===== config.mk =====
export PLATFORM = sky130hd
export DESIGN_NAME = mipi_rx_decoder
export DESIGN_NICKNAME = d
export VERILOG_FILES = /design/src/mipi_rx_pkg.sv /design/src/frame_fsm.sv /design/src/word_counter.sv /design/src/frame_buffer.sv /design/src/byte_unpacker.sv /design/src/byte_fifo.sv /design/src/mipi_rx_decoder.sv
export SDC_FILE = /design/constraint.sdc
export NUM_CORES = 2
export LEC_CHECK = 0
export BUFFER_PORTS_ARGS = -buffer_cell sky130_fd_sc_hd__buf_2
export CORE_MARGIN = 1.5
export CORE_UTILIZATION = 45
export CTS_CLUSTER_DIAMETER = 100
export DETAILED_ROUTE_END_ITERATION = 8
export GPL_TIMING_DRIVEN = 0
export SETUP_SLACK_MARGIN = 0.1
export SKIP_LAST_GASP = 1
export SYNTH_ARGS = -nofsm -noshare
export SYNTH_HDL_FRONTEND = slang
export SYNTH_HIERARCHICAL = 1
export SYNTH_SLANG_ARGS = --single-unit

===== constraint.sdc =====
create_clock -name rx_pixel_clk -period 15.73 [get_ports rx_pixel_clk]
set_input_delay 3.9325 -clock rx_pixel_clk [delete_from_list [all_inputs] [get_ports rx_pixel_clk]]
set_output_delay 3.9325 -clock rx_pixel_clk [all_outputs]
set_load 0.02 [all_outputs]

===== src/mipi_rx_pkg.sv =====
`default_nettype none

package mipi_rx_pkg;

    // --------------------
    // Widths and defaults
    // --------------------
    localparam int WORD_W     = 48;
    localparam int LANE_BYTES = 6;
    localparam int LEN_W      = 24;

    localparam logic [WORD_W-1:0] SOF_DEFAULT = 48'hEA_FF_99_DE_AD_FF;
    localparam logic [WORD_W-1:0] EOF_DEFAULT = 48'hEA_FF_99_DE_AD_AA;
    localparam logic [7:0]        I2C_APP_ID_DEFAULT = 8'd7;

    typedef logic [WORD_W-1:0] word_t;

    // --------------------
    // Bundles
    // --------------------
    typedef struct packed {
        logic [7:0]       app_id;  // Header bits 47:40.
        logic [LEN_W-1:0] length;  // Payload words.
        logic [7:0]       mask;    // Last word byte mask.
    } frame_hdr_t;

    typedef struct packed {
        word_t data;
        logic  write;
        logic  commit;
        logic  discard;
    } buf_wr_t;

    typedef struct packed {
        logic [7:0] data;
        logic       write;
    } byte_wr_t;

    // --------------------
    // States and selectors
    // --------------------
    typedef enum logic [1:0] {
        HUNT_SOF,
        GET_HEADER,
        GET_DATA,
        CHECK_EOF
    } frame_state_t;

    typedef enum logic [1:0] {
        UNP_IDLE,
        UNP_HEADER,
        UNP_LOAD,
        UNP_BYTES
    } unpack_state_t;

    typedef enum logic {
        DEST_UART,
        DEST_I2C
    } dest_t;

endpackage

`default_nettype wire


===== src/frame_fsm.sv =====
`timescale 1ns/10ps
`default_nettype none

module frame_fsm #(
    parameter mipi_rx_pkg::word_t SOF_WORD = mipi_rx_pkg::SOF_DEFAULT,
    parameter mipi_rx_pkg::word_t EOF_WORD = mipi_rx_pkg::EOF_DEFAULT
) (
    input  wire logic                          rx_pixel_clk,
    input  wire logic                          arst_n,
    input  wire mipi_rx_pkg::word_t            rx_word,
    input  wire logic                          rx_valid,
    input  wire logic                          buf_full,
    input  wire logic                          cnt_last,
    input  wire logic                          cnt_zero,
    output mipi_rx_pkg::buf_wr_t               buf_wr,
    output logic                               cnt_load,
    output logic                               cnt_dec,
    output logic [mipi_rx_pkg::LEN_W-1:0]      cnt_init
);

    import mipi_rx_pkg::*;

    frame_state_t state;
    frame_state_t state_nxt;
    frame_hdr_t   hdr;
    logic         eof_ok;

    assign hdr      = frame_hdr_t'(rx_word[WORD_W-1:8]);
    assign cnt_init = hdr.length;
    assign eof_ok   = (rx_word == EOF_WORD) && cnt_zero;  // Counter must be drained too.

    always_comb begin
        state_nxt   = state;
        buf_wr      = '0;
        buf_wr.data = rx_word;
        cnt_load    = 1'b0;
        cnt_dec     = 1'b0;
        if (rx_valid) begin
            case (state)
                HUNT_SOF: begin
                    if (rx_word == SOF_WORD) begin
                        state_nxt = GET_HEADER;
                    end
                end
                GET_HEADER: begin
                    if (buf_full) begin
                        buf_wr.discard = 1'b1;  // No room, drop frame.
                        state_nxt      = HUNT_SOF;
                    end else begin
                        buf_wr.write = 1'b1;
                        cnt_load     = 1'b1;
                        state_nxt    = (hdr.length == '0) ? CHECK_EOF : GET_DATA;
                    end
                end
                GET_DATA: begin
                    if (buf_full) begin
                        buf_wr.discard = 1'b1;
                        state_nxt      = HUNT_SOF;
                    end else begin
                        buf_wr.write = 1'b1;
                        cnt_dec      = 1'b1;
                        state_nxt    = cnt_last ? CHECK_EOF : GET_DATA;
                    end
                end
                CHECK_EOF: begin
                    buf_wr.commit  = eof_ok;
                    buf_wr.discard = !eof_ok;
                    state_nxt      = HUNT_SOF;  // Mismatch word is not re-hunted.
                end
                default: begin
                    state_nxt = HUNT_SOF;
                end
            endcase
        end
    end

    always_ff @(posedge rx_pixel_clk or negedge arst_n) begin
        if (!arst_n) begin
            state <= HUNT_SOF;
        end else begin
            state <= state_nxt;
        end
    end

endmodule

`default_nettype wire


===== src/word_counter.sv =====
`timescale 1ns/10ps
`default_nettype none

module word_counter (
    input  wire logic                          rx_pixel_clk,
    input  wire logic                          arst_n,
    input  wire logic                          load,
    input  wire logic                          dec,
    input  wire logic [mipi_rx_pkg::LEN_W-1:0] init,
    output logic                               last,
    output logic                               zero
);

    import mipi_rx_pkg::*;

    logic [LEN_W-1:0] count;
    logic [LEN_W-1:0] count_nxt;

    always_comb begin
        count_nxt = count;
        if (load) begin
            count_nxt = init;
        end else if (dec && (count != '0)) begin
            count_nxt = count - 1'b1;
        end
    end

    // Flags track the new count so they line up with it.
    always_ff @(posedge rx_pixel_clk or negedge arst_n) begin
        if (!arst_n) begin
            count <= '0;
            last  <= 1'b0;
            zero  <= 1'b1;
        end else begin
            count <= count_nxt;
            last  <= (count_nxt == LEN_W'(1));
            zero  <= (count_nxt == '0);
        end
    end

endmodule

`default_nettype wire


===== src/frame_buffer.sv =====
`timescale 1ns/10ps
`default_nettype none

module frame_buffer #(
    parameter int BUF_ADDR_W = 6
) (
    input  wire logic                 rx_pixel_clk,
    input  wire logic                 arst_n,
    input  wire mipi_rx_pkg::buf_wr_t buf_wr,
    input  wire logic                 buf_re,
    output mipi_rx_pkg::word_t        buf_rd_data,
    output logic                      buf_empty,
    output logic                      buf_full
);

    import mipi_rx_pkg::*;

    localparam int DEPTH = 2 ** BUF_ADDR_W;

    word_t mem [DEPTH];

    // Extra top bit separates full from empty.
    logic [BUF_ADDR_W:0] rd_ptr;
    logic [BUF_ADDR_W:0] cm_ptr;  // Committed write pointer.
    logic [BUF_ADDR_W:0] wr_ptr;  // Tentative write pointer.
    logic [BUF_ADDR_W:0] wr_ptr_inc;

    assign wr_ptr_inc  = wr_ptr + 1'b1;
    assign buf_empty   = (rd_ptr == cm_ptr);
    assign buf_full    = (wr_ptr[BUF_ADDR_W] != rd_ptr[BUF_ADDR_W]) &&
                         (wr_ptr[BUF_ADDR_W-1:0] == rd_ptr[BUF_ADDR_W-1:0]);
    assign buf_rd_data = mem[rd_ptr[BUF_ADDR_W-1:0]];  // Show-ahead.

    always_ff @(posedge rx_pixel_clk) begin
        if (buf_wr.write) begin
            mem[wr_ptr[BUF_ADDR_W-1:0]] <= buf_wr.data;
        end
    end

    // --------------------
    // Pointer control
    // --------------------
    always_ff @(posedge rx_pixel_clk or negedge arst_n) begin
        if (!arst_n) begin
            rd_ptr <= '0;
            cm_ptr <= '0;
            wr_ptr <= '0;
        end else begin
            if (buf_wr.discard) begin
                wr_ptr <= cm_ptr;  // Whole frame vanishes.
            end else if (buf_wr.write) begin
                wr_ptr <= wr_ptr_inc;
            end
            if (buf_wr.commit) begin
                cm_ptr <= buf_wr.write ? wr_ptr_inc : wr_ptr;
            end
            if (buf_re && !buf_empty) begin
                rd_ptr <= rd_ptr + 1'b1;
            end
        end
    end

endmodule

`default_nettype wire


===== src/byte_unpacker.sv =====
`timescale 1ns/10ps
`default_nettype none

module byte_unpacker #(
    parameter logic [7:0] I2C_APP_ID = mipi_rx_pkg::I2C_APP_ID_DEFAULT
) (
    input  wire logic                  rx_pixel_clk,
    input  wire logic                  arst_n,
    input  wire mipi_rx_pkg::word_t    buf_rd_data,
    input  wire logic                  buf_empty,
    input  wire logic                  uart_full,
    input  wire logic                  i2c_full,
    output logic                       buf_re,
    output mipi_rx_pkg::byte_wr_t      uart_wr,
    output mipi_rx_pkg::byte_wr_t      i2c_wr
);

    import mipi_rx_pkg::*;

    unpack_state_t    state;
    frame_hdr_t       hdr;
    frame_hdr_t       hdr_in;
    dest_t            dest;
    word_t            shift;
    logic [LEN_W-1:0] words_left;
    logic [2:0]       bytes_left;
    logic             target_full;
    logic             emit;

    function automatic logic [2:0] last_bytes(input logic [7:0] mask);
        case (mask)
            8'd1:    return 3'd1;
            8'd3:    return 3'd2;
            8'd7:    return 3'd3;
            8'd15:   return 3'd4;
            8'd31:   return 3'd5;
            default: return 3'(LANE_BYTES);
        endcase
    endfunction

    assign hdr_in      = frame_hdr_t'(buf_rd_data[WORD_W-1:8]);
    assign dest        = (hdr.app_id == I2C_APP_ID) ? DEST_I2C : DEST_UART;
    assign target_full = (dest == DEST_I2C) ? i2c_full : uart_full;
    assign emit        = (state == UNP_BYTES) && !target_full;
    assign buf_re      = !buf_empty && ((state == UNP_HEADER) || (state == UNP_LOAD));

    // Lane 0 sits in the top byte.
    assign uart_wr.data  = shift[WORD_W-1 -: 8];
    assign uart_wr.write = emit && (dest == DEST_UART);
    assign i2c_wr.data   = shift[WORD_W-1 -: 8];
    assign i2c_wr.write  = emit && (dest == DEST_I2C);

    always_ff @(posedge rx_pixel_clk) begin
        if ((state == UNP_HEADER) && buf_re) begin
            hdr <= hdr_in;
        end
        if ((state == UNP_LOAD) && buf_re) begin
            shift <= buf_rd_data;
        end else if (emit) begin
            shift <= shift << 8;
        end
    end

    // --------------------
    // Unpack FSM
    // --------------------
    always_ff @(posedge rx_pixel_clk or negedge arst_n) begin
        if (!arst_n) begin
            state      <= UNP_IDLE;
            words_left <= '0;
            bytes_left <= '0;
        end else begin
            case (state)
                UNP_IDLE: begin
                    if (!buf_empty) begin
                        state <= UNP_HEADER;
                    end
                end
                UNP_HEADER: begin
                    if (buf_re) begin
                        words_left <= hdr_in.length;
                        state      <= (hdr_in.length == '0) ? UNP_IDLE : UNP_LOAD;
                    end
                end
                UNP_LOAD: begin
                    if (buf_re) begin
                        words_left <= words_left - 1'b1;
                        bytes_left <= (words_left == LEN_W'(1)) ? last_bytes(hdr.mask)
                                                                : 3'(LANE_BYTES);
                        state      <= UNP_BYTES;
                    end
                end
                UNP_BYTES: begin
                    if (emit) begin
                        bytes_left <= bytes_left - 1'b1;
                        if (bytes_left == 3'd1) begin
                            state <= (words_left == '0) ? UNP_IDLE : UNP_LOAD;
                        end
                    end
                end
                default: begin
                    state <= UNP_IDLE;
                end
            endcase
        end
    end

endmodule

`default_nettype wire


===== src/byte_fifo.sv =====
`timescale 1ns/10ps
`default_nettype none

module byte_fifo #(
    parameter int ADDR_W = 5
) (
    input  wire logic                  rx_pixel_clk,
    input  wire logic                  arst_n,
    input  wire mipi_rx_pkg::byte_wr_t wr,
    input  wire logic                  re,
    output logic [7:0]                 rd_data,
    output logic                       empty,
    output logic                       full
);

    localparam int DEPTH = 2 ** ADDR_W;

    logic [7:0]      mem [DEPTH];
    logic [ADDR_W-1:0] wr_ptr;
    logic [ADDR_W-1:0] rd_ptr;
    logic [ADDR_W:0]   count;
    logic              do_wr;
    logic              do_rd;

    assign empty   = (count == '0);
    assign full    = (count == (ADDR_W + 1)'(DEPTH));
    assign do_wr   = wr.write && !full;
    assign do_rd   = re && !empty;  // Empty reads are dropped.
    assign rd_data = mem[rd_ptr];

    always_ff @(posedge rx_pixel_clk) begin
        if (do_wr) begin
            mem[wr_ptr] <= wr.data;
        end
    end

    always_ff @(posedge rx_pixel_clk or negedge arst_n) begin
        if (!arst_n) begin
            wr_ptr <= '0;
            rd_ptr <= '0;
            count  <= '0;
        end else begin
            if (do_wr) begin
                wr_ptr <= wr_ptr + 1'b1;
            end
            if (do_rd) begin
                rd_ptr <= rd_ptr + 1'b1;
            end
            count <= count + (ADDR_W + 1)'(do_wr) - (ADDR_W + 1)'(do_rd);
        end
    end

endmodule

`default_nettype wire


===== src/mipi_rx_decoder.sv =====
`timescale 1ns/10ps
`default_nettype none

module mipi_rx_decoder #(
    parameter mipi_rx_pkg::word_t SOF_WORD   = mipi_rx_pkg::SOF_DEFAULT,
    parameter mipi_rx_pkg::word_t EOF_WORD   = mipi_rx_pkg::EOF_DEFAULT,
    parameter logic [7:0]         I2C_APP_ID = mipi_rx_pkg::I2C_APP_ID_DEFAULT,
    parameter int                 BUF_ADDR_W = 6,
    parameter int                 OUT_ADDR_W = 5
) (
    input  wire logic        rx_pixel_clk,
    input  wire logic        arst_n,
    input  wire logic [63:0] mipi_rx_data,
    input  wire logic        mipi_rx_valid,
    input  wire logic        uart_fifo_re,
    input  wire logic        i2c_fifo_re,
    output logic [7:0]       uart_data,
    output logic [7:0]       i2c_data,
    output logic             uart_fifo_empty,
    output logic             i2c_fifo_empty
);

    import mipi_rx_pkg::*;

    word_t            rx_word;
    buf_wr_t          buf_wr;
    logic             buf_full;
    logic             buf_empty;
    logic             buf_re;
    word_t            buf_rd_data;
    logic             cnt_load;
    logic             cnt_dec;
    logic [LEN_W-1:0] cnt_init;
    logic             cnt_last;
    logic             cnt_zero;
    byte_wr_t         uart_wr;
    byte_wr_t         i2c_wr;
    logic             uart_full;
    logic             i2c_full;

    // Lane 0 goes to the top byte; lanes 6 and 7 are dropped.
    always_comb begin
        for (int i = 0; i < LANE_BYTES; i++) begin
            rx_word[WORD_W-1-8*i -: 8] = mipi_rx_data[8*i +: 8];
        end
    end

    frame_fsm #(
        .SOF_WORD (SOF_WORD),
        .EOF_WORD (EOF_WORD)
    ) u_frame_fsm (
        .rx_pixel_clk (rx_pixel_clk),
        .arst_n       (arst_n),
        .rx_word      (rx_word),
        .rx_valid     (mipi_rx_valid),
        .buf_full     (buf_full),
        .cnt_last     (cnt_last),
        .cnt_zero     (cnt_zero),
        .buf_wr       (buf_wr),
        .cnt_load     (cnt_load),
        .cnt_dec      (cnt_dec),
        .cnt_init     (cnt_init)
    );

    word_counter u_word_counter (
        .rx_pixel_clk (rx_pixel_clk),
        .arst_n       (arst_n),
        .load         (cnt_load),
        .dec          (cnt_dec),
        .init         (cnt_init),
        .last         (cnt_last),
        .zero         (cnt_zero)
    );

    frame_buffer #(
        .BUF_ADDR_W (BUF_ADDR_W)
    ) u_frame_buffer (
        .rx_pixel_clk (rx_pixel_clk),
        .arst_n       (arst_n),
        .buf_wr       (buf_wr),
        .buf_re       (buf_re),
        .buf_rd_data  (buf_rd_data),
        .buf_empty    (buf_empty),
        .buf_full     (buf_full)
    );

    byte_unpacker #(
        .I2C_APP_ID (I2C_APP_ID)
    ) u_byte_unpacker (
        .rx_pixel_clk (rx_pixel_clk),
        .arst_n       (arst_n),
        .buf_rd_data  (buf_rd_data),
        .buf_empty    (buf_empty),
        .uart_full    (uart_full),
        .i2c_full     (i2c_full),
        .buf_re       (buf_re),
        .uart_wr      (uart_wr),
        .i2c_wr       (i2c_wr)
    );

    // --------------------
    // Output FIFOs
    // --------------------
    byte_fifo #(
        .ADDR_W (OUT_ADDR_W)
    ) uart_fifo (
        .rx_pixel_clk (rx_pixel_clk),
        .arst_n       (arst_n),
        .wr           (uart_wr),
        .re           (uart_fifo_re),
        .rd_data      (uart_data),
        .empty        (uart_fifo_empty),
        .full         (uart_full)
    );

    byte_fifo #(
        .ADDR_W (OUT_ADDR_W)
    ) i2c_fifo (
        .rx_pixel_clk (rx_pixel_clk),
        .arst_n       (arst_n),
        .wr           (i2c_wr),
        .re           (i2c_fifo_re),
        .rd_data      (i2c_data),
        .empty        (i2c_fifo_empty),
        .full         (i2c_full)
    );

endmodule

`default_nettype wire


### Yosys cells after proc, flatten, opt, wreduce, memory -nomap -nowiden

Memories as Yosys holds them, arrays and structs flattened.
Index checks and enable logic that the tools add are counted.

* memory bits (read-only): 0
* bits in latches: 0
* bits in registers: 174
* logic and storage cells: 149
* memory bits (writable): 3584
* memories: 3

* multiplexer cells: 46
* reduce and logical (&&, ||, !) cells: 39
* eq/ne operators: 28
* shift operators: 0
* div/mod/pow operators: 0
* add/sub/neg operators: 13
* $mul: 0
* magnitude comparators: 0
* bitwise operators: 1

Memory list
* u_frame_buffer.mem: depth 64, bits a word 48, read ports 1, clocked after memory_dff 0, write ports 1, line frame_buffer.sv:20 `word_t mem [DEPTH];`
* i2c_fifo.mem: depth 32, bits a word 8, read ports 1, clocked after memory_dff 0, write ports 1, line byte_fifo.sv:18 `logic [7:0] mem [DEPTH];`
* uart_fifo.mem: depth 32, bits a word 8, read ports 1, clocked after memory_dff 0, write ports 1, line byte_fifo.sv:18

Operators by type and width (number)
* $eq 48x48->1 const B: 2
* $logic_not 24->1: 4
* $mux 24: 4
* $mux 48: 2
* $eq 24x1->1 const B: 2
* $pmux 24 s2: 1
* $sub 24x1->24 const B: 2
* $reduce_bool 24->1: 1
* $add 5x1->5 const B: 4
* $mux 2: 10
* $mux 1: 18
* $eq 8x3->1 const B: 2
* $pmux 2 s4: 2
* $pmux 3 s5: 1
* $add 7x1->7 const B: 2
* $logic_and 1x1->1: 14
* $mux 7: 2
* $add 6x1->6: 2
* $eq 6x6->1 const B: 2
* $logic_not 6->1: 2
* $mux 3: 4
* $sub 6x1->6: 2
* $eq 2x2->1 const B: 4
* $eq 8x1->1 const B: 1
* other kinds (22): 37

### Longest topological paths before layout

* word-level depth: 9
* mapped depth: 19
* mapped depth without buffers: 15

### Hierarchy

Netlist, hierarchy kept.

Modules (own cells, without submodules)
* frame_buffer: seq. area each 92774.0 sq um, cells an instance 5177, area each 117911.8 sq um, instances 1
* byte_fifo: seq. area each 8087.8 sq um, cells an instance 551, area each 10844.2 sq um, instances 2
* byte_unpacker: seq. area each 2647.5 sq um, cells an instance 414, area each 4865.9 sq um, instances 1
* word_counter: seq. area each 651.9 sq um, cells an instance 182, area each 1707.9 sq um, instances 1
* frame_fsm: seq. area each 50.0 sq um, cells an instance 142, area each 1132.3 sq um, instances 1

### Least setup slack after synthesis

No wires, ideal clock.

* path type: input to register
* start: in mipi_rx_valid
* end: mem u_frame_buffer/mem[24][0] in the netlist's numbering, enable pin
* arrival: 8.099 ns
* setup slack: 7.119 ns
* cell stages on the path: 6
* required time: 15.217 ns
* cells stage by stage: nand2_1 nor2_1 clkbuf_1 nor2b_1 nand2_1 nor3_1

RTL lines
* start, declared: line mipi_rx_decoder.sv:14 `input wire logic mipi_rx_valid,`
* end, declared: line frame_buffer.sv:20

### Final worst setup path

* start: reg i2c_fifo.rd_ptr[1]
* end: out i2c_data[7]

* cells in the longest elaborated chain, start to end: 1

Ends and longest elaborated chain
* start, declared: line byte_fifo.sv:20 `logic [ADDR_W-1:0] rd_ptr;`
* start signal, assigned: line byte_fifo.sv:47 `rd_ptr <= rd_ptr + 1'b1;`
* $mem_v2 32x8
* end, declared: line mipi_rx_decoder.sv:18 `output logic [7:0] i2c_data,`

No other way between the ends.

==> insert_results.sql <==
INSERT INTO impl_metrics (metric_group, metric, value, unit) VALUES
('run_status', 'run_status', 'complete, no violations', ''),
('timing', 'relSlewSlack', '4.15', '%'),
('cells_and_area', 'final_area', '169000', 'sq um'),
('cts', 'cts_post_setup_buffers_inserted', '0', ''),
('cells_and_area', 'layout-drive-gt1-share', '24.5', '%'),
('synthesis', 'synth-async-reset-ratio', '2.93', '%'),
('cells_and_area', 'num-fill-cells', '25300', ''),
('synthesis', 'syn_area_per_cell', '21.0', 'sq um'),
('synthesis', 'synth_cell_types', '91', ''),
('drt', 'wl_per_cell', '33.5', 'um'),
('timing', 'finalSetupViolCount', '0', ''),
('die', 'die_w', '575', 'um'),
('global_route', 'grt.total_usage', '24.7', '%'),
('synthesis', 'number_of_warning_messages_in_the_yosys_log', '6', ''),
('cts', 'ctsHtreeMaxLevel', '5', ''),
('placement', 'gp_routability_congestion', '0.872', ''),
('drt', 'drt_wl_total', '412000', 'um'),
('synthesis', 'post-synth-top-area-fraction', '74.4', '%'),
('critical_path', 'max_stage_delay', '540', 'ps'),
('placement', 'place.port_buffers', '70', ''),
('placement', 'placed_area', '157000', 'sq um'),
('synthesis', 'seq_area_frac_synth', '76.2', '%'),
('critical_path', 'path_common_cell', 'buf_2', ''),
('pwr', 'powerDensity', '131', 'nW/um^2'),
('critical_path', 'worst_ep_required_time', '11800', 'ps'),
('pwr', 'peakVddDrop', '0.118', 'mV'),
('timing', 'max_freq', '137', 'MHz'),
('synthesis', 'synth_enable_flop_cells', '3648', ''),
('global_route', 'first_global_vias', '75600', ''),
('timing', 'fin_setup_tns', '0', 'ps'),
('pwr', 'static-leakage-power', '49.9', 'nW'),
('cts', 'cts.repair.resized', '0', ''),
('die', 'die-area', '331000', 'sq um'),
('die', 'floorplan.io_pins', '87', ''),
('placement', 'hpwl', '272000', 'um'),
('synthesis', 'synth_largest_area_cell', 'edfxtp_1', ''),
('cts', 'clock-sinks', '3758', ''),
('die', 'starting_density', '45.3', '%'),
('critical_path', 'cp_data_arrival_time', '3380', 'ps'),
('cts', 'clock_insertion_delay_at_the_later_pin_of_the_skew_report', '960', 'ps'),
('critical_path', 'critical-path-top-delay-family', 'buffers and inverters', ''),
('drt', 'route.antenna.remaining_nets', '0', ''),
('critical_path', 'crit_fanout', '10', ''),
('drt', 'drt_drc_violations_left', '0', ''),
('synthesis', 'yosys_register_bits', '3758', ''),
('die', 'placeableCoreArea', '325000', 'sq um'),
('critical_path', 'reg2reg_setup_slack', '8780', 'ps'),
('cts', 'clk_transition_reported_paths', '60', 'ps'),
('cts', 'cts.root.buffer_cell', 'clkbuf_16', ''),
('critical_path', 'cp_endpoint_kind', 'output port', ''),
('cells_and_area', 'layout.nets', '7737', ''),
('timing', 'finalHoldWorstSlack', '532', 'ps'),
('critical_path', 'worst-path-buf-inv', '4', ''),
('timing', 'finClkSkew', '77.9', 'ps'),
('cts', 'clk_path_buf_depth', '4', ''),
('hold_path', 'timing.hold.worst.class', 'flip-flop to flip-flop', ''),
('timing', 'finalMaxSlewViolations', '0', ''),
('timing', 'hold_viol_final', '0', ''),
('timing', 'minimum_clock_period_after_layout', '7310', 'ps'),
('critical_path', 'timing.critical_path.cells', 'buf_2 > buf_2 > buf_2 > mux4_2 > a211oi_1 > a21oi_1 > buf_2', ''),
('synthesis', 'synthesis.area', '147000', 'sq um'),
('synthesis', 'synthesis.nets', '7135', ''),
('critical_path', 'crit_type', 'flip-flop to output port', ''),
('placement', 'cell_total_after_placement', '11600', ''),
('timing', 'layout_worst_path_cycle_share', '46.5', '%'),
('drt', 'dr_vias_cell', '6.18', ''),
('drt', 'detailroute.via_count', '76000', ''),
('global_route', 'grt_first_pass_wirelength', '577000', 'um'),
('cells_and_area', 'area.growth.synth_to_final', '14.8', '%'),
('drt', 'firstDrtPassIters', '6', ''),
('critical_path', 'critical_path.slowest_cell', 'a211oi_1', '');
flip-flops by register name, indices dropped and copies added, names as in the netlist, 5 cells and up:
name	cells
u_frame_buffer/mem	3072
i2c_fifo/mem	256
uart_fifo/mem	256
u_byte_unpacker/shift	48
u_byte_unpacker/words_left	24
u_word_counter/count	24
u_byte_unpacker/hdr	16
u_frame_buffer/cm_ptr	7
u_frame_buffer/rd_ptr	7
u_frame_buffer/wr_ptr	7
i2c_fifo/count	6
uart_fifo/count	6
i2c_fifo/rd_ptr	5
i2c_fifo/wr_ptr	5
uart_fifo/rd_ptr	5
uart_fifo/wr_ptr	5
synth_stat cells (all sizes together), types with 9 or more instances:
cell type,n
o221ai,139
a211oi,101
dfrtp,109
nor2b,50
a21oi,109
nor4,36
inv,50
xnor2,41
mux4,753
xor2,19
o22ai,69
nand2,81
o21ai,80
mux2,63
ha,47
or3,13
buf,309
mux2i,425
nand4,34
clkbuf,183
a221oi,59
and3,16
nor2,177
nand3,36
nor3,28
or3b,9
o22a,39
nand3b,15
nand4b,12
a22o,62
edfxtp,3648
nand2b,27
a22oi,80
cells by family (layout without fill, tap and decap cells):
group                      Yosys count  in the layout  share of synthesized area [%]
DFF                               3758           3758                           76.2
buffers and inverters              542           1475                           1.94
AOI/OAI and AO/OA                  792            792                           3.95
other                                0             20                              0
adders and majority gates           49             49                          0.426
muxes                             1241           1241                           14.9
xor gates and xnor gates            60             60                          0.357
and+or+nand+nor                    575            575                           2.17
per-stage QoR:
stage,setup WS [ps],utilization (%),total power [mW]
after floorplan,7120,-,12.5
after global placement,2610,47.1,13.1
after detailed placement,8170,48.1,13.2
after CTS,8300,52.0,22.3
after global routing,8240,52.0,22.8
final,8420,52.0,22.1
where the power goes:
group	switching (mW)	internal, mW
Clock	3.82	5.28
Sequential	0.0863	11.2
Combinational	1.18	0.599
routing by layer:
layer,global-route usage [%],routed length [um],part of all wire [%],vias to the layer above
met1,33.8,162000,39,41000
met5,0,84,0.020,-
met2,39.8,197000,48,3590
met4,9.21,16800,4.1,14
li1,-,-,-,30800
met3,4.53,36500,8.9,668
cells in the final DEF (no fill, tap or decap), types with 36 or more instances in the layout:
cell type  netlist  final
nand3_1         36     36
o22a_1          39     39
nor2_4           0     61
buf_2          140    210
dfrtp_1        109    109
o221ai_1       139    139
a21oi_1        109    109
buf_6           23     42
buf_12           2     98
mux2i_1        425    425
bufinv_16        0     37
a211oi_1       100    100
mux4_2         737    737
clkinv_1         0     98
mux2_2          61     61
clkbuf_16        0    397
buf_4          113    115
edfxtp_1      3648   3648
a22o_1          62     62
a22oi_1         80     80
nand2_1         81     81
xnor2_1         41     41
o21ai_0         50     50
o22ai_1         69     69
nor2_1         176    115
clkinv_2         0     72
ha_1            47     47
nor2b_1         50     50
a221oi_1        59     59
inv_1           50     50
clkbuf_1       180    255
path summary, 6_finish.rpt:
check	start	to	cells past startpoint
setup / recovery	i2c_fifo/rd_ptr[1]$_DFFE_PN0P_	i2c_data[7]	7
hold / removal	u_byte_unpacker/words_left[23]$_DFFE_PN0P_	u_byte_unpacker/words_left[23]$_DFFE_PN0P_	1
setup reg to reg	u_frame_buffer/rd_ptr[4]$_DFFE_PN0P_	u_frame_buffer/mem[54][32]$_DFFE_PP_	13
hold reg to reg	u_byte_unpacker/words_left[23]$_DFFE_PN0P_	u_byte_unpacker/words_left[23]$_DFFE_PN0P_	1
max in group asynchronous	arst_n	i2c_fifo/count[5]$_DFF_PN0_	2
min in group asynchronous	arst_n	u_frame_fsm/state[0]$_DFFE_PN0P_	1
cell type report:
cell class / instances / area (sq um) / share of cell area (%)
inverters: 50 / 188 / 0.111
clock inverters: 231 / 2190 / 1.29
diodes: 20 / 50.0 / 0.0296
flip-flops and latches: 3758 / 112000 / 66.4
clock buffers: 487 / 10400 / 6.14
plain buffers: 492 / 2670 / 1.58
multi-input cells: 2717 / 32600 / 19.3
repair buffers: 215 / 3290 / 1.95
well taps: 4325 / 5410 / 3.20
(Power assumes the default switching activity.)
